## src/include/vcp_macros.svh

```systemverilog
////////////////////////////////////////////////////////////////////////////
// sizing of the vector co-processor, shared by package and RTL
// element count must stay a power of two, elem_idx_t is derived from it
// one element is one 32-bit Wishbone word, stride fixed at 4 bytes
////////////////////////////////////////////////////////////////////////////

`ifndef VCP_MACROS_SVH
`define VCP_MACROS_SVH

// architectural vector registers
`define VCP_NUM_VREGS 8

// elements per vector register, also the maximum vl
`define VCP_NUM_ELEMS 4

// element width in bits
`define VCP_DATA_W 32

// Wishbone byte address width
`define VCP_ADDR_W 32

`endif
```

## src/source/vcp_pkg.sv

```systemverilog
////////////////////////////////////////////////////////////////////////////
// types shared by the co-processor RTL and the testbench
// widths follow the sizing macros, opcode encoding is fixed at 3 bits
////////////////////////////////////////////////////////////////////////////

`include "vcp_macros.svh"

package vcp_pkg;

	// instruction opcodes, five ALU ops then the two memory ops
	typedef enum logic [2:0] {
		VOP_ADD   = 3'd0,
		VOP_SUB   = 3'd1, // vs1 - vs2
		VOP_AND   = 3'd2,
		VOP_OR    = 3'd3,
		VOP_XOR   = 3'd4,
		VOP_LOAD  = 3'd5, // unit stride, writes vd
		VOP_STORE = 3'd6  // unit stride, reads vs2
	} vcp_op_e;

	typedef logic [$clog2(`VCP_NUM_VREGS)-1:0]   vreg_idx_t; // register index
	typedef logic [$clog2(`VCP_NUM_ELEMS+1)-1:0] vlen_t;     // 1 .. NUM_ELEMS
	typedef logic [$clog2(`VCP_NUM_ELEMS)-1:0]   elem_idx_t; // element index

	// ALU sequencer, one pass of rd1/rd2/wr per element
	typedef enum logic [1:0] {
		VA_IDLE,
		VA_RD1,  // fetch vs1 element
		VA_RD2,  // fetch vs2 element
		VA_WR    // write result to vd
	} valu_state_e;

	// load/store sequencer
	typedef enum logic [1:0] {
		VL_IDLE,
		VL_RF,   // register file access
		VL_WB    // Wishbone cycle open
	} vlsu_state_e;

endpackage

```

## src/source/vcp_top.sv

```systemverilog
////////////////////////////////////////////////////////////////////////////
// vector co-processor top: controller, ALU, load/store unit, register file
// instruction port is valid/ready, memory port is a Wishbone classic master
////////////////////////////////////////////////////////////////////////////

`timescale 1ns/100ps
`include "vcp_macros.svh"

module vcp_top import vcp_pkg::*; (
	input  logic                   clk_i,
	input  logic                   rstn_i,
	input  logic                   valid_i,
	input  vcp_op_e                op_i,
	input  vreg_idx_t              vd_i,
	input  vreg_idx_t              vs1_i,
	input  vreg_idx_t              vs2_i,
	input  logic [`VCP_ADDR_W-1:0] rs1_i,
	input  vlen_t                  vl_i,
	output logic                   ready_o,
	output logic                   alu_done_o,
	output logic                   lsu_done_o,
	output logic                   wb_cyc_o,
	output logic                   wb_stb_o,
	output logic                   wb_we_o,
	output logic [`VCP_ADDR_W-1:0] wb_adr_o,
	output logic [`VCP_DATA_W-1:0] wb_dat_o,
	input  logic [`VCP_DATA_W-1:0] wb_dat_i,
	input  logic                   wb_ack_i
);

	// dispatch bus, shared by both units
	logic                   alu_start, lsu_start;
	vcp_op_e                op;
	vreg_idx_t              vd, vs1, vs2;
	logic [`VCP_ADDR_W-1:0] base;
	vlen_t                  vl;

	// register file clients
	logic                   alu_req, alu_we, alu_gnt;
	vreg_idx_t              alu_idx;
	elem_idx_t              alu_elem;
	logic [`VCP_DATA_W-1:0] alu_wdata, alu_rdata;
	logic                   lsu_req, lsu_we, lsu_gnt;
	vreg_idx_t              lsu_idx;
	elem_idx_t              lsu_elem;
	logic [`VCP_DATA_W-1:0] lsu_wdata, lsu_rdata;

	vcp_ctrl u_ctrl (
		.clk_i       (clk_i),
		.rstn_i      (rstn_i),
		.valid_i     (valid_i),
		.op_i        (op_i),
		.vd_i        (vd_i),
		.vs1_i       (vs1_i),
		.vs2_i       (vs2_i),
		.rs1_i       (rs1_i),
		.vl_i        (vl_i),
		.alu_done_i  (alu_done_o),
		.lsu_done_i  (lsu_done_o),
		.ready_o     (ready_o),
		.alu_start_o (alu_start),
		.lsu_start_o (lsu_start),
		.op_o        (op),
		.vd_o        (vd),
		.vs1_o       (vs1),
		.vs2_o       (vs2),
		.base_o      (base),
		.vl_o        (vl)
	);

	vcp_valu u_valu (
		.clk_i      (clk_i),
		.rstn_i     (rstn_i),
		.start_i    (alu_start),
		.op_i       (op),
		.vd_i       (vd),
		.vs1_i      (vs1),
		.vs2_i      (vs2),
		.vl_i       (vl),
		.rf_gnt_i   (alu_gnt),
		.rf_rdata_i (alu_rdata),
		.rf_req_o   (alu_req),
		.rf_we_o    (alu_we),
		.rf_idx_o   (alu_idx),
		.rf_elem_o  (alu_elem),
		.rf_wdata_o (alu_wdata),
		.done_o     (alu_done_o)
	);

	vcp_vlsu u_vlsu (
		.clk_i      (clk_i),
		.rstn_i     (rstn_i),
		.start_i    (lsu_start),
		.is_store_i (op == VOP_STORE), // op is stable while start is high
		.vd_i       (vd),
		.vs2_i      (vs2),
		.base_i     (base),
		.vl_i       (vl),
		.rf_gnt_i   (lsu_gnt),
		.rf_rdata_i (lsu_rdata),
		.wb_dat_i   (wb_dat_i),
		.wb_ack_i   (wb_ack_i),
		.rf_req_o   (lsu_req),
		.rf_we_o    (lsu_we),
		.rf_idx_o   (lsu_idx),
		.rf_elem_o  (lsu_elem),
		.rf_wdata_o (lsu_wdata),
		.done_o     (lsu_done_o),
		.wb_cyc_o   (wb_cyc_o),
		.wb_stb_o   (wb_stb_o),
		.wb_we_o    (wb_we_o),
		.wb_adr_o   (wb_adr_o),
		.wb_dat_o   (wb_dat_o)
	);

	vcp_vrf u_vrf (
		.clk_i       (clk_i),
		.rstn_i      (rstn_i),
		.alu_req_i   (alu_req),
		.alu_we_i    (alu_we),
		.alu_idx_i   (alu_idx),
		.alu_elem_i  (alu_elem),
		.alu_wdata_i (alu_wdata),
		.alu_gnt_o   (alu_gnt),
		.alu_rdata_o (alu_rdata),
		.lsu_req_i   (lsu_req),
		.lsu_we_i    (lsu_we),
		.lsu_idx_i   (lsu_idx),
		.lsu_elem_i  (lsu_elem),
		.lsu_wdata_i (lsu_wdata),
		.lsu_gnt_o   (lsu_gnt),
		.lsu_rdata_o (lsu_rdata)
	);

endmodule

```

## src/source/vcp_vlsu.sv

```systemverilog
////////////////////////////////////////////////////////////////////////////
// vector load/store unit, Wishbone classic master
// one full-word access per element at base + 4*e, no byte selects
// load: bus read then register write; store: register read then bus write
////////////////////////////////////////////////////////////////////////////

`timescale 1ns/100ps
`include "vcp_macros.svh"

module vcp_vlsu import vcp_pkg::*; (
	input  logic                   clk_i,
	input  logic                   rstn_i,
	input  logic                   start_i,
	input  logic                   is_store_i,
	input  vreg_idx_t              vd_i,
	input  vreg_idx_t              vs2_i,
	input  logic [`VCP_ADDR_W-1:0] base_i,
	input  vlen_t                  vl_i,
	input  logic                   rf_gnt_i,
	input  logic [`VCP_DATA_W-1:0] rf_rdata_i,
	input  logic [`VCP_DATA_W-1:0] wb_dat_i,
	input  logic                   wb_ack_i,
	output logic                   rf_req_o,
	output logic                   rf_we_o,
	output vreg_idx_t              rf_idx_o,
	output elem_idx_t              rf_elem_o,
	output logic [`VCP_DATA_W-1:0] rf_wdata_o,
	output logic                   done_o,
	output logic                   wb_cyc_o,
	output logic                   wb_stb_o,
	output logic                   wb_we_o,
	output logic [`VCP_ADDR_W-1:0] wb_adr_o,
	output logic [`VCP_DATA_W-1:0] wb_dat_o
);

	vlsu_state_e            state_q;
	elem_idx_t              elem_q;
	logic                   store_q;
	vreg_idx_t              vd_q, vs2_q;
	logic [`VCP_ADDR_W-1:0] base_q;
	vlen_t                  vl_q;
	logic [`VCP_DATA_W-1:0] ld_data_q; // loaded word awaiting register write
	logic                   last;

	assign last = (vlen_t'(elem_q) + vlen_t'(1)) == vl_q;

	////////////////////////////////////////////////////////////////////////////
	// sequencer
	////////////////////////////////////////////////////////////////////////////
	always_ff @(posedge clk_i or negedge rstn_i) begin
		if (!rstn_i) begin
			state_q <= VL_IDLE;
			elem_q  <= '0;
			done_o  <= 1'b0;
		end else begin
			done_o <= 1'b0;
			case (state_q)
				VL_IDLE: if (start_i) begin
					elem_q  <= '0;
					state_q <= is_store_i ? VL_RF : VL_WB; // store fetches first
				end
				VL_WB: if (wb_ack_i) begin
					if (!store_q) begin
						state_q <= VL_RF;  // write loaded word back
					end else if (last) begin
						state_q <= VL_IDLE;
						done_o  <= 1'b1;
					end else begin
						elem_q  <= elem_q + 1'b1;
						state_q <= VL_RF;
					end
				end
				VL_RF: if (rf_gnt_i) begin
					if (store_q) begin
						state_q <= VL_WB;  // data valid next cycle
					end else if (last) begin
						state_q <= VL_IDLE;
						done_o  <= 1'b1;
					end else begin
						elem_q  <= elem_q + 1'b1;
						state_q <= VL_WB;
					end
				end
				default: state_q <= VL_IDLE;
			endcase
		end
	end

	always_ff @(posedge clk_i) begin
		if (state_q == VL_IDLE && start_i) begin
			store_q <= is_store_i;
			vd_q    <= vd_i;
			vs2_q   <= vs2_i;
			base_q  <= base_i;
			vl_q    <= vl_i;
		end
		if (state_q == VL_WB && wb_ack_i) begin
			ld_data_q <= wb_dat_i; // don't care on stores
		end
	end

	////////////////////////////////////////////////////////////////////////////
	// register file and bus outputs
	////////////////////////////////////////////////////////////////////////////
	assign rf_req_o   = state_q == VL_RF;
	assign rf_we_o    = rf_req_o && !store_q;
	assign rf_idx_o   = store_q ? vs2_q : vd_q;
	assign rf_elem_o  = elem_q;
	assign rf_wdata_o = ld_data_q;

	assign wb_cyc_o = state_q == VL_WB;
	assign wb_stb_o = state_q == VL_WB;
	assign wb_we_o  = wb_cyc_o && store_q;
	assign wb_adr_o = base_q + `VCP_ADDR_W'({elem_q, 2'b00}); // stride 4
	assign wb_dat_o = rf_rdata_i; // held by the register file until next read

	// classic cycle: strobe, cycle, address and data hold until ack
	a_wb_hold : assert property (@(posedge clk_i) disable iff (!rstn_i)
		(wb_stb_o && !wb_ack_i) |=>
		(wb_stb_o && wb_cyc_o && $stable(wb_adr_o) && $stable(wb_dat_o)));

endmodule

```

## src/source/vcp_valu.sv

```systemverilog
////////////////////////////////////////////////////////////////////////////
// element-serial integer vector ALU
// three register file accesses per element: read vs1, read vs2, write vd
// arithmetic wraps at DATA_W bits, sub is vs1 - vs2
////////////////////////////////////////////////////////////////////////////

`timescale 1ns/100ps
`include "vcp_macros.svh"

module vcp_valu import vcp_pkg::*; (
	input  logic                   clk_i,
	input  logic                   rstn_i,
	input  logic                   start_i,
	input  vcp_op_e                op_i,
	input  vreg_idx_t              vd_i,
	input  vreg_idx_t              vs1_i,
	input  vreg_idx_t              vs2_i,
	input  vlen_t                  vl_i,
	input  logic                   rf_gnt_i,
	input  logic [`VCP_DATA_W-1:0] rf_rdata_i,
	output logic                   rf_req_o,
	output logic                   rf_we_o,
	output vreg_idx_t              rf_idx_o,
	output elem_idx_t              rf_elem_o,
	output logic [`VCP_DATA_W-1:0] rf_wdata_o,
	output logic                   done_o
);

	valu_state_e            state_q;
	elem_idx_t              elem_q;
	vcp_op_e                op_q;
	vreg_idx_t              vd_q, vs1_q, vs2_q;
	vlen_t                  vl_q;
	logic [`VCP_DATA_W-1:0] opa_q;   // vs1 element, vs2 stays on rf_rdata_i
	logic                   last;

	assign last = (vlen_t'(elem_q) + vlen_t'(1)) == vl_q;

	////////////////////////////////////////////////////////////////////////////
	// sequencer
	////////////////////////////////////////////////////////////////////////////
	always_ff @(posedge clk_i or negedge rstn_i) begin
		if (!rstn_i) begin
			state_q <= VA_IDLE;
			elem_q  <= '0;
			done_o  <= 1'b0;
		end else begin
			done_o <= 1'b0; // one-cycle pulse
			case (state_q)
				VA_IDLE: if (start_i) begin
					state_q <= VA_RD1;
					elem_q  <= '0;
				end
				VA_RD1: if (rf_gnt_i) state_q <= VA_RD2;
				VA_RD2: if (rf_gnt_i) state_q <= VA_WR;
				VA_WR: if (rf_gnt_i) begin
					elem_q <= elem_q + 1'b1;
					if (last) begin
						state_q <= VA_IDLE;
						done_o  <= 1'b1;
					end else begin
						state_q <= VA_RD1;
					end
				end
				default: state_q <= VA_IDLE;
			endcase
		end
	end

	// instruction fields and first operand
	always_ff @(posedge clk_i) begin
		if (state_q == VA_IDLE && start_i) begin
			op_q  <= op_i;
			vd_q  <= vd_i;
			vs1_q <= vs1_i;
			vs2_q <= vs2_i;
			vl_q  <= vl_i;
		end
		if (state_q == VA_RD2 && rf_gnt_i) begin
			opa_q <= rf_rdata_i; // vs1 data, vs2 lands on this edge
		end
	end

	////////////////////////////////////////////////////////////////////////////
	// register file port and datapath
	////////////////////////////////////////////////////////////////////////////
	assign rf_req_o  = state_q != VA_IDLE;
	assign rf_we_o   = state_q == VA_WR;
	assign rf_elem_o = elem_q;

	always_comb begin
		case (state_q)
			VA_RD1:  rf_idx_o = vs1_q;
			VA_RD2:  rf_idx_o = vs2_q;
			default: rf_idx_o = vd_q;
		endcase
	end

	always_comb begin
		case (op_q)
			VOP_ADD: rf_wdata_o = opa_q + rf_rdata_i;
			VOP_SUB: rf_wdata_o = opa_q - rf_rdata_i;
			VOP_AND: rf_wdata_o = opa_q & rf_rdata_i;
			VOP_OR:  rf_wdata_o = opa_q | rf_rdata_i;
			VOP_XOR: rf_wdata_o = opa_q ^ rf_rdata_i;
			default: rf_wdata_o = '0; // memory ops never reach the ALU
		endcase
	end

	// a write waits for its grant with request and result held
	a_we_req : assert property (@(posedge clk_i) disable iff (!rstn_i)
		(rf_we_o && !rf_gnt_i) |=> (rf_we_o && rf_req_o && $stable(rf_wdata_o)));

endmodule

```

## src/source/vcp_vrf.sv

```systemverilog
////////////////////////////////////////////////////////////////////////////
// vector register file, NUM_VREGS x NUM_ELEMS words, one access per cycle
// round-robin between ALU and LSU; a read returns data the next cycle
// and each client's rdata holds until its next granted read
////////////////////////////////////////////////////////////////////////////

`timescale 1ns/100ps
`include "vcp_macros.svh"

module vcp_vrf import vcp_pkg::*; (
	input  logic                   clk_i,
	input  logic                   rstn_i,
	input  logic                   alu_req_i,
	input  logic                   alu_we_i,
	input  vreg_idx_t              alu_idx_i,
	input  elem_idx_t              alu_elem_i,
	input  logic [`VCP_DATA_W-1:0] alu_wdata_i,
	output logic                   alu_gnt_o,
	output logic [`VCP_DATA_W-1:0] alu_rdata_o,
	input  logic                   lsu_req_i,
	input  logic                   lsu_we_i,
	input  vreg_idx_t              lsu_idx_i,
	input  elem_idx_t              lsu_elem_i,
	input  logic [`VCP_DATA_W-1:0] lsu_wdata_i,
	output logic                   lsu_gnt_o,
	output logic [`VCP_DATA_W-1:0] lsu_rdata_o
);

	logic [`VCP_DATA_W-1:0] regs_q [`VCP_NUM_VREGS][`VCP_NUM_ELEMS];
	logic                   rr_q;    // 1 = LSU has priority on contention
	logic                   wr_en;
	vreg_idx_t              wr_idx;
	elem_idx_t              wr_elem;
	logic [`VCP_DATA_W-1:0] wr_data;

	////////////////////////////////////////////////////////////////////////////
	// arbiter
	////////////////////////////////////////////////////////////////////////////
	assign alu_gnt_o = alu_req_i && (!lsu_req_i || !rr_q);
	assign lsu_gnt_o = lsu_req_i && (!alu_req_i || rr_q);

	always_ff @(posedge clk_i or negedge rstn_i) begin
		if (!rstn_i) begin
			rr_q <= 1'b0;
		end else if (alu_req_i && lsu_req_i) begin
			rr_q <= ~rr_q; // loser goes first next time
		end
	end

	// single write port, fed by whichever client won
	assign wr_en   = (alu_gnt_o && alu_we_i) || (lsu_gnt_o && lsu_we_i);
	assign wr_idx  = lsu_gnt_o ? lsu_idx_i : alu_idx_i;
	assign wr_elem = lsu_gnt_o ? lsu_elem_i : alu_elem_i;
	assign wr_data = lsu_gnt_o ? lsu_wdata_i : alu_wdata_i;

	////////////////////////////////////////////////////////////////////////////
	// storage
	////////////////////////////////////////////////////////////////////////////
	always_ff @(posedge clk_i or negedge rstn_i) begin
		if (!rstn_i) begin
			for (int r = 0; r < `VCP_NUM_VREGS; r++) begin
				for (int e = 0; e < `VCP_NUM_ELEMS; e++) begin
					regs_q[r][e] <= '0; // all registers start at zero
				end
			end
		end else if (wr_en) begin
			regs_q[wr_idx][wr_elem] <= wr_data;
		end
	end

	// per-client read data, old value on a same-edge write
	always_ff @(posedge clk_i) begin
		if (alu_gnt_o && !alu_we_i) begin
			alu_rdata_o <= regs_q[alu_idx_i][alu_elem_i];
		end
		if (lsu_gnt_o && !lsu_we_i) begin
			lsu_rdata_o <= regs_q[lsu_idx_i][lsu_elem_i];
		end
	end

	// never two grants in one cycle
	a_gnt_onehot : assert property (@(posedge clk_i) disable iff (!rstn_i)
		$onehot0({alu_gnt_o, lsu_gnt_o}));

	// a waiting client keeps its request and target steady
	a_alu_req_hold : assert property (@(posedge clk_i) disable iff (!rstn_i)
		(alu_req_i && !alu_gnt_o) |=>
		(alu_req_i && $stable(alu_idx_i) && $stable(alu_elem_i)));

	a_lsu_req_hold : assert property (@(posedge clk_i) disable iff (!rstn_i)
		(lsu_req_i && !lsu_gnt_o) |=>
		(lsu_req_i && $stable(lsu_idx_i) && $stable(lsu_elem_i)));

endmodule

```

## src/source/vcp_ctrl.sv

```systemverilog
////////////////////////////////////////////////////////////////////////////
// instruction acceptance, register scoreboard and dispatch
// one instruction in flight per unit; RAW, WAW and WAR hazards stall
// ready_o so that results match in-order execution
////////////////////////////////////////////////////////////////////////////

`timescale 1ns/100ps
`include "vcp_macros.svh"

module vcp_ctrl import vcp_pkg::*; (
	input  logic                   clk_i,
	input  logic                   rstn_i,
	input  logic                   valid_i,
	input  vcp_op_e                op_i,
	input  vreg_idx_t              vd_i,
	input  vreg_idx_t              vs1_i,
	input  vreg_idx_t              vs2_i,
	input  logic [`VCP_ADDR_W-1:0] rs1_i,
	input  vlen_t                  vl_i,
	input  logic                   alu_done_i,
	input  logic                   lsu_done_i,
	output logic                   ready_o,
	output logic                   alu_start_o,
	output logic                   lsu_start_o,
	output vcp_op_e                op_o,
	output vreg_idx_t              vd_o,
	output vreg_idx_t              vs1_o,
	output vreg_idx_t              vs2_o,
	output logic [`VCP_ADDR_W-1:0] base_o,
	output vlen_t                  vl_o
);

	logic                      is_alu;     // op goes to the ALU
	logic                      accept;     // handshake this cycle
	logic [`VCP_NUM_VREGS-1:0] need;       // registers the new op touches
	logic [`VCP_NUM_VREGS-1:0] alu_regs_q; // held by the running ALU op
	logic [`VCP_NUM_VREGS-1:0] lsu_regs_q; // held by the running LSU op
	logic                      alu_busy_q;
	logic                      lsu_busy_q;

	////////////////////////////////////////////////////////////////////////////
	// decode and hazard check
	////////////////////////////////////////////////////////////////////////////
	assign is_alu = !(op_i == VOP_LOAD || op_i == VOP_STORE);

	always_comb begin
		need = '0;
		case (op_i)
			VOP_LOAD:  need[vd_i]  = 1'b1; // writes vd only
			VOP_STORE: need[vs2_i] = 1'b1; // reads vs2 only
			default: begin
				need[vd_i]  = 1'b1;
				need[vs1_i] = 1'b1;
				need[vs2_i] = 1'b1;
			end
		endcase
	end

	// sources are held too, so a later writer cannot overtake a reader
	assign ready_o = !(is_alu ? alu_busy_q : lsu_busy_q) &&
		!(|(need & (alu_regs_q | lsu_regs_q)));
	assign accept  = valid_i && ready_o;

	////////////////////////////////////////////////////////////////////////////
	// scoreboard and start pulses
	////////////////////////////////////////////////////////////////////////////
	always_ff @(posedge clk_i or negedge rstn_i) begin
		if (!rstn_i) begin
			alu_busy_q  <= 1'b0;
			lsu_busy_q  <= 1'b0;
			alu_regs_q  <= '0;
			lsu_regs_q  <= '0;
			alu_start_o <= 1'b0;
			lsu_start_o <= 1'b0;
		end else begin
			alu_start_o <= accept && is_alu;  // unit starts next cycle
			lsu_start_o <= accept && !is_alu;
			if (accept && is_alu) begin
				alu_busy_q <= 1'b1;
				alu_regs_q <= need;
			end else if (alu_done_i) begin
				alu_busy_q <= 1'b0;
				alu_regs_q <= '0; // release on done
			end
			if (accept && !is_alu) begin
				lsu_busy_q <= 1'b1;
				lsu_regs_q <= need;
			end else if (lsu_done_i) begin
				lsu_busy_q <= 1'b0;
				lsu_regs_q <= '0;
			end
		end
	end

	// dispatch fields, held until the next acceptance
	always_ff @(posedge clk_i) begin
		if (accept) begin
			op_o   <= op_i;
			vd_o   <= vd_i;
			vs1_o  <= vs1_i;
			vs2_o  <= vs2_i;
			base_o <= rs1_i;
			vl_o   <= vl_i;
		end
	end

	// done only for a tracked unit, never on top of a new start
	a_alu_done_busy : assert property (@(posedge clk_i) disable iff (!rstn_i)
		alu_done_i |-> (alu_busy_q && !alu_start_o));

	a_lsu_done_busy : assert property (@(posedge clk_i) disable iff (!rstn_i)
		lsu_done_i |-> (lsu_busy_q && !lsu_start_o));

endmodule

```

## config.mk

```make
export PLATFORM = sky130hd
export DESIGN_NAME = vcp_top
export DESIGN_NICKNAME = d
export VERILOG_FILES = /design/src/source/vcp_pkg.sv /design/src/source/vcp_top.sv /design/src/source/vcp_vlsu.sv /design/src/source/vcp_valu.sv /design/src/source/vcp_vrf.sv /design/src/source/vcp_ctrl.sv
export VERILOG_INCLUDE_DIRS = /design/src /design/src/include
export SDC_FILE = /design/constraint.sdc
export NUM_CORES = 2
export LEC_CHECK = 0
export BUFFER_PORTS_ARGS = -buffer_cell sky130_fd_sc_hd__buf_2
export CORE_MARGIN = 1.5
export CORE_UTILIZATION = 30
export DETAILED_ROUTE_END_ITERATION = 8
export PLACE_DENSITY = 0.44
export SLEW_MARGIN = 20
export SYNTH_ARGS = -nofsm -noshare
export SYNTH_HDL_FRONTEND = slang
export SYNTH_SLANG_ARGS = --single-unit
```

## constraint.sdc

```tcl
create_clock -name clk_i -period 12.72 [get_ports clk_i]
set_input_delay 0 -clock clk_i [delete_from_list [all_inputs] [get_ports clk_i]]
set_output_delay 0 -clock clk_i [all_outputs]
set_load 0.005 [all_outputs]
```

# [Yosys cells after proc, flatten, opt, wreduce, memory -nomap -nowiden]
# Index checks and enable logic that the tools add are counted.
# W data, S select, Z words.
[totals] register_bits=1287 in_bits=83 out_inout_bits=70 word_cells=244
[classes] n_addsub=7 magnitude_cmp=14 n_eq_ne=23 n_mux=73 bitwise=14 reduce_logical=48
[op_table] operator="$bwmux W1024" count=1
[op_table] operator="$bmux W128 S3" count=2
[op_table] operator="$mux W128" count=5
[op_table] operator="$demux W128 S3" count=1
[op_table] operator="$mux W32" count=6
[op_table] operator="$pmux W32 S5" count=1
[op_table] operator="$bmux W32 S2" count=2
[op_table] operator="$demux W32 S2" count=1
[op_table] operator="$mux W2" count=20
[op_table] operator="$add A32 B32 Y32" count=1
[op_table] operator="$add A32 B4 Y32" count=1
[op_table] operator="$and A32 B32 Y32" count=1
[op_table] operator="$mux W8" count=4
[op_table] operator="$or A32 B32 Y32" count=1
[op_table] operator="$sub A32 B32 Y32" count=1
[op_table] operator="$xor A32 B32 Y32" count=1
[op_table] operator="$or A8 B8 Y8" count=3
[op_table] operator="$logic_and A1 B1 Y1" count=22
[op_table] operator="$mux W1" count=18
[op_table] operator="$pmux W8 S2" count=1
[op_table] operator="$eq A3 B3 Y1 const B" count=4
[op_table] operator="$ge A4 B4 Y1 const B" count=3
[op_table] operator="$lt A3 B4 Y1 const B" count=3
[op_table] operator="$ne A2 B2 Y1 const B" count=6
[op_table] operator="33 further kinds" count=70

# [Logic depth before layout (Yosys ltp)]
[depth] depth_word=14 mapped_depth=20 depth_no_buf=17

# [Cells and area by module]
# From an unflattened synthesis, not the netlist that was laid out.
[hier_totals] cells_unflattened=7091 area_unflattened_um2=69706.9
[modules_own_cells] module="vcp_vrf" n_inst=1 cells_per_inst=5937 area_each_um2=57191.1 seq_area_each_um2=27571.4
[modules_own_cells] module="vcp_valu" n_inst=1 cells_per_inst=700 area_each_um2=6024.5 seq_area_each_um2=1536.5
[modules_own_cells] module="vcp_vlsu" n_inst=1 cells_per_inst=241 area_each_um2=3557.2 seq_area_each_um2=2347.3
[modules_own_cells] module="vcp_ctrl" n_inst=1 cells_per_inst=212 area_each_um2=2925.3 seq_area_each_um2=1911.8
[modules_own_cells] module="vcp_top" n_inst=1 cells_per_inst=1 area_each_um2=8.8 seq_area_each_um2=0.0

# [Worst setup path after synthesis]
# Ideal clock, no wire load.
[synth_path] kind="reg2reg" startpoint="register u_vrf.alu_rdata_o[6]" endpoint="register u_vrf.regs_q[927] (netlist bit)" setup_ps=133 t_arrival_ps=4268 t_required_ps=12587 path_slack_ps=8319 stages_incl_launch_ff=18 path_buffers=2 synth_period_minus_slack_ps=4401 path_cell_list="edfxtp_1 or4_4 nor2_4 nand3_4 or3_1 o41ai_1 xnor2_1 ha_1 clkbuf_1 a21oi_1 o21bai_1 a221o_1 a221o_1 a31oi_2 xnor2_1 a221oi_2 buf_6 a21oi_2"
[synth_between] elab_chain_len=4 word_cells_on_any_way=5 classes_between="2 x add/sub; 3 x mux"
[synth_lines] item="from (decl)" line="vcp_vrf.sv:19" text="output logic [`VCP_DATA_W-1:0] alu_rdata_o,"
[synth_lines] item="from (signal assigned)" line="vcp_vrf.sv:74" text="alu_rdata_o <= regs_q[alu_idx_i][alu_elem_i];"
[synth_lines] item="$sub A32 B32 Y32 or $add A32 B32 Y32 (tied branches)" line="vcp_valu.sv:102, vcp_valu.sv:101"
[synth_lines] item="$pmux W32 S5 *" line="vcp_valu.sv:100" text="case (op_q)"
[synth_lines] item="$mux W32 *" line="vcp_vrf.sv:54" text="assign wr_data = lsu_gnt_o ? lsu_wdata_i : alu_wdata_i;"
[synth_lines] item="$bwmux W1024 *" line="vcp_vrf.sv:67" text="regs_q[wr_idx][wr_elem] <= wr_data;"
[synth_lines] item="to (signal, indexed assignment)" line="vcp_vrf.sv:67"
[synth_lines] item="to (decl)" line="vcp_vrf.sv:29" text="logic [`VCP_DATA_W-1:0] regs_q [`VCP_NUM_VREGS][`VCP_NUM_ELEMS];"
# Every way passes the cells marked *; elsewhere a longest branch is shown, timed or not.
# A chain may end at the register's enable or synchronous reset.

# [Final worst setup path]
[layout_path] startpoint="register u_vlsu.store_q" endpoint="register u_vrf.lsu_rdata_o[8], data pin"
[layout_between] elab_chain_len=8
[layout_lines] item="from (decl)" line="vcp_vlsu.sv:38" text="logic store_q;"
[layout_lines] item="from (signal assigned)" line="vcp_vlsu.sv:91" text="store_q <= is_store_i;"
[layout_lines] item="$mux W3" line="vcp_vlsu.sv:107" text="assign rf_idx_o = store_q ? vs2_q : vd_q;"
[layout_lines] item="$not A3 Y4 (not written as such)" line="vcp_vrf.sv:77" text="lsu_rdata_o <= regs_q[lsu_idx_i][lsu_elem_i];"
[layout_lines] item="$bmux W128 S3" line="vcp_vrf.sv:77"
[layout_lines] item="$mux W128 (not written as such) (2 in a row)" line="vcp_vrf.sv:77"
[layout_lines] item="$bmux W32 S2" line="vcp_vrf.sv:77"
[layout_lines] item="$mux W32 (not written as such) (2 in a row)" line="vcp_vrf.sv:77"
[layout_lines] item="to (signal assigned)" line="vcp_vrf.sv:77"
[layout_lines] item="to (decl)" line="vcp_vrf.sv:26" text="output logic [`VCP_DATA_W-1:0] lsu_rdata_o"
# Every way passes these cells. The select of a mux whose other input is x is not followed.

==> results.md <==
* Outcome: finished, final reports clean
* Unrepaired setup endpoints after global routing: false
* Worst min path class: in -> reg
* Final Hold Fails at 0
* Syn nets at 5799
* I/O pins at 153
* Post-DR wirelength/cell at 26.2 µm
* CP arrival at 6.00 ns
* H-tree depth at 4
* Routability cong. at 0.885
* Final Skew at 0.0330 ns
* Max Cap Viol at 0
* Largest net degree at the start of global routing at 181
* Cell variety after synth at 84
* Root Buffer: clkbuf_16
* Vias in the first global route at 47300
* Crit path max-delay family: buffers and inverters
* Final min period at 5.44 ns
* Resize count post-CTS at 0
* Main synth FF type: dfrtp_1
* Layout cells sized above 1 at 23.6%
* Fin util at 35.2%
* Register-to-Register Path Depth at 8
* Area after DPL at 70700 µm²
* Commonest non-fill, non-tap cell in the layout: dfrtp_1
* Vias per cell at 5.34
* Core area at 220000 µm²
* Endpoint class of the critical path: flip-flop
* Crit path launch type: flip-flop
* Final Power at 19.5 mW
* Total CTS buffers at 151
* Post-CTS setup buffer count at 0
* Final HPWL DP at 135 mm
* Clk_lat worst skew at 0.82 ns
* CP Depth at 8
* Post-Syn Instances at 5606
* Clock transition at the registers of the reported paths at 0.06 ns
* Cell-by-cell trace of the critical path: mux2i_4 > buf_4 > buf_4 > buf_4 > mux4_2 > mux4_2 > nand2_1 > nand2_1
* First-pass GRT wire length at 341 mm
* Commonest cells after routing, fill and taps aside: 1051 x dfrtp_1, 966 x nand2_1, 792 x o21ai_0, 640 x mux4_2, 342 x nor2_1
* Most frequent CP cell: buf_4
* Die ar. at 225000 µm²
* Final Setup Violations at 0
* Max VDD drop at 0.370 mV
* Fin worst setup slack at 7.28 ns
* Detailed Route WL at 231 mm
* DRC Markers at 0
* Post-synth EDFFs at 232
* Setup TNS at 0 ns
* Max incr delay on CP at 0.87 ns
* Post-Syn Area at 66500 µm²
* DP Worst Slack at 7.12 ns
* Die H at 474 µm
* DR vias at 47000
* Yosys reg bits at 1287
* # nets final at 5907
* # rows at 172
* CTS max path bufs at 3
* ANT nets after route at 0
* Max_slew headroom at 23.1%
* Syn Area/Cell at 11.9 µm²
* Initial drt markers at 3984
* Worst slew pin tran at 1.15 ns
* Critical Path RT at 13.27 ns
* Synth Warn # at 0
* Sequential share of the synthesized area at 50.1%
* Initial Util at 30.2%
* Slowest cell on the critical path: buf_4
* Worst Path Buf+Inv at 3
* Die width at 474 µm
* Pre-Repair DR Iteration Count at 6
* GR Util All Layers at 20.6%
* Initial antenna violation count at 4
* Sink Count at 1287
* Cts hold-fix bufs at 156
* PortBufs at 152
* Remaining Overflow, GRT at 0
* Leak at 31.4 nW
* Non-Filler Instances at 8802
* WHS Path Cells at 2
* WS Path Type: reg -> reg
* Hold Worst Slack at 0.0820 ns
* Placed Cells incl. Taps at 8360
* Fill cells at 21600
* TritonCTS clock tree: yes
* Pwr dens at 252 nW/µm²
* Final slew viol count at 0
* Crit-path max FO at 43
* Crit share post-route at 42.8%
* Final Cell Area at 77500 µm²
* Max Fclk at 184 MHz
* Ys async rst share at 82.0%
* Area growth syn-to-layout at 16.5%
[path summary, 6_finish.rpt]
path                                         to  slack [ns]        startpoint
hold / removal                   u_ctrl.op_o[2]        0.08           op_i[2]
max in group asynchronous     u_vrf.regs_q[391]       10.03            rstn_i
setup / recovery           u_vrf.lsu_rdata_o[8]        7.28    u_vlsu.store_q
min in group asynchronous     u_vrf.regs_q[586]        0.51            rstn_i
setup reg to reg           u_vrf.lsu_rdata_o[8]        7.28    u_vlsu.store_q
hold reg to reg                u_vlsu.base_q[6]        0.41  u_ctrl.base_o[6]
[power breakdown]
group	switching, mW	internal, mW	total (mW)
sequential	1.14	5.59	6.73
combinational	4.64	3.58	8.22
clock	1.88	2.67	4.55
[cell families (layout without fill, tap and decap cells)]
family | after synthesis | after routing | share of synthesized area [%]
and+or+nand+nor | 1492 | 1492 | 8.97
AOI/OAI and AO/OA | 1300 | 1300 | 10.8
DFF | 1287 | 1287 | 50.1
muxes | 740 | 740 | 23.3
buffers and inverters | 588 | 823 | 3.53
adders and majority gates | 110 | 110 | 2.09
xor gates and xnor gates | 89 | 89 | 1.17
other | 0 | 3 | 0
[worst reg2reg max path: stages (launching register included)]
cell      delay [ns]
edfxtp_1        0.79
mux2i_4         0.82
buf_4           0.52
buf_4           0.89
buf_4           0.91
mux4_2          0.63
mux4_2          0.48
nand2_1         0.09
nand2_1         0.06
[routing by layer]
layer  share of wire [%]  GRT usage [%]  wire [µm]  vias up
li1                    -              -          -    20700
met4                 3.0           6.55       6940        2
met3                 5.6           3.46      12900      318
met1                  44           28.2     101000    24500
met5              0.0056              0         13        -
met2                  48           33.3     110000     1516
[cells in the mapped netlist, types with 12 or more instances]
master	count	area (µm²)
mux2_2	58	653
nor2_1	358	1340
nand2b_1	19	119
inv_1	95	357
and2_1	16	100
buf_1	51	191
edfxtp_1	232	6970
nand2_1	997	3740
a22oi_1	22	165
xor2_1	17	149
dfrtp_1	1055	26400
o21ai_0	797	3990
buf_2	75	375
a21oi_2	31	272
nor3_1	14	70.1
a21o_1	12	90.1
nand3_1	23	115
mux2i_1	32	320
o21ai_1	29	145
ha_1	108	1350
mux4_2	640	14400
a21oi_1	279	1400
clkbuf_1	354	1330
xnor2_1	72	631
[flip-flops by register name, indices dropped and copies added (netlist names), 8 cells and up]
name,cells
u_vrf.regs_q,1024
u_vlsu.rf_wdata_o,32
u_vrf.lsu_rdata_o,32
u_ctrl.base_o,32
u_vrf.alu_rdata_o,32
u_ctrl.lsu_regs_q,8
u_vlsu.base_q,32
u_ctrl.alu_regs_q,8
u_valu.opa_q,32
[area by class of cell]
cell class | instances | area, µm² | area share, %
Antenna cell | 3 | 7.51 | 0.00968
Clock buffer | 219 | 4410 | 5.69
Clock inverter | 61 | 759 | 0.979
Inverter | 96 | 362 | 0.466
Multi-Input combinational cell | 3731 | 31400 | 40.5
Sequential cell | 1287 | 33400 | 43.0
Tap cell | 2958 | 3700 | 4.77
Timing Repair Buffer | 447 | 3560 | 4.59
Note: power is estimated with default switching activity, not from simulation.
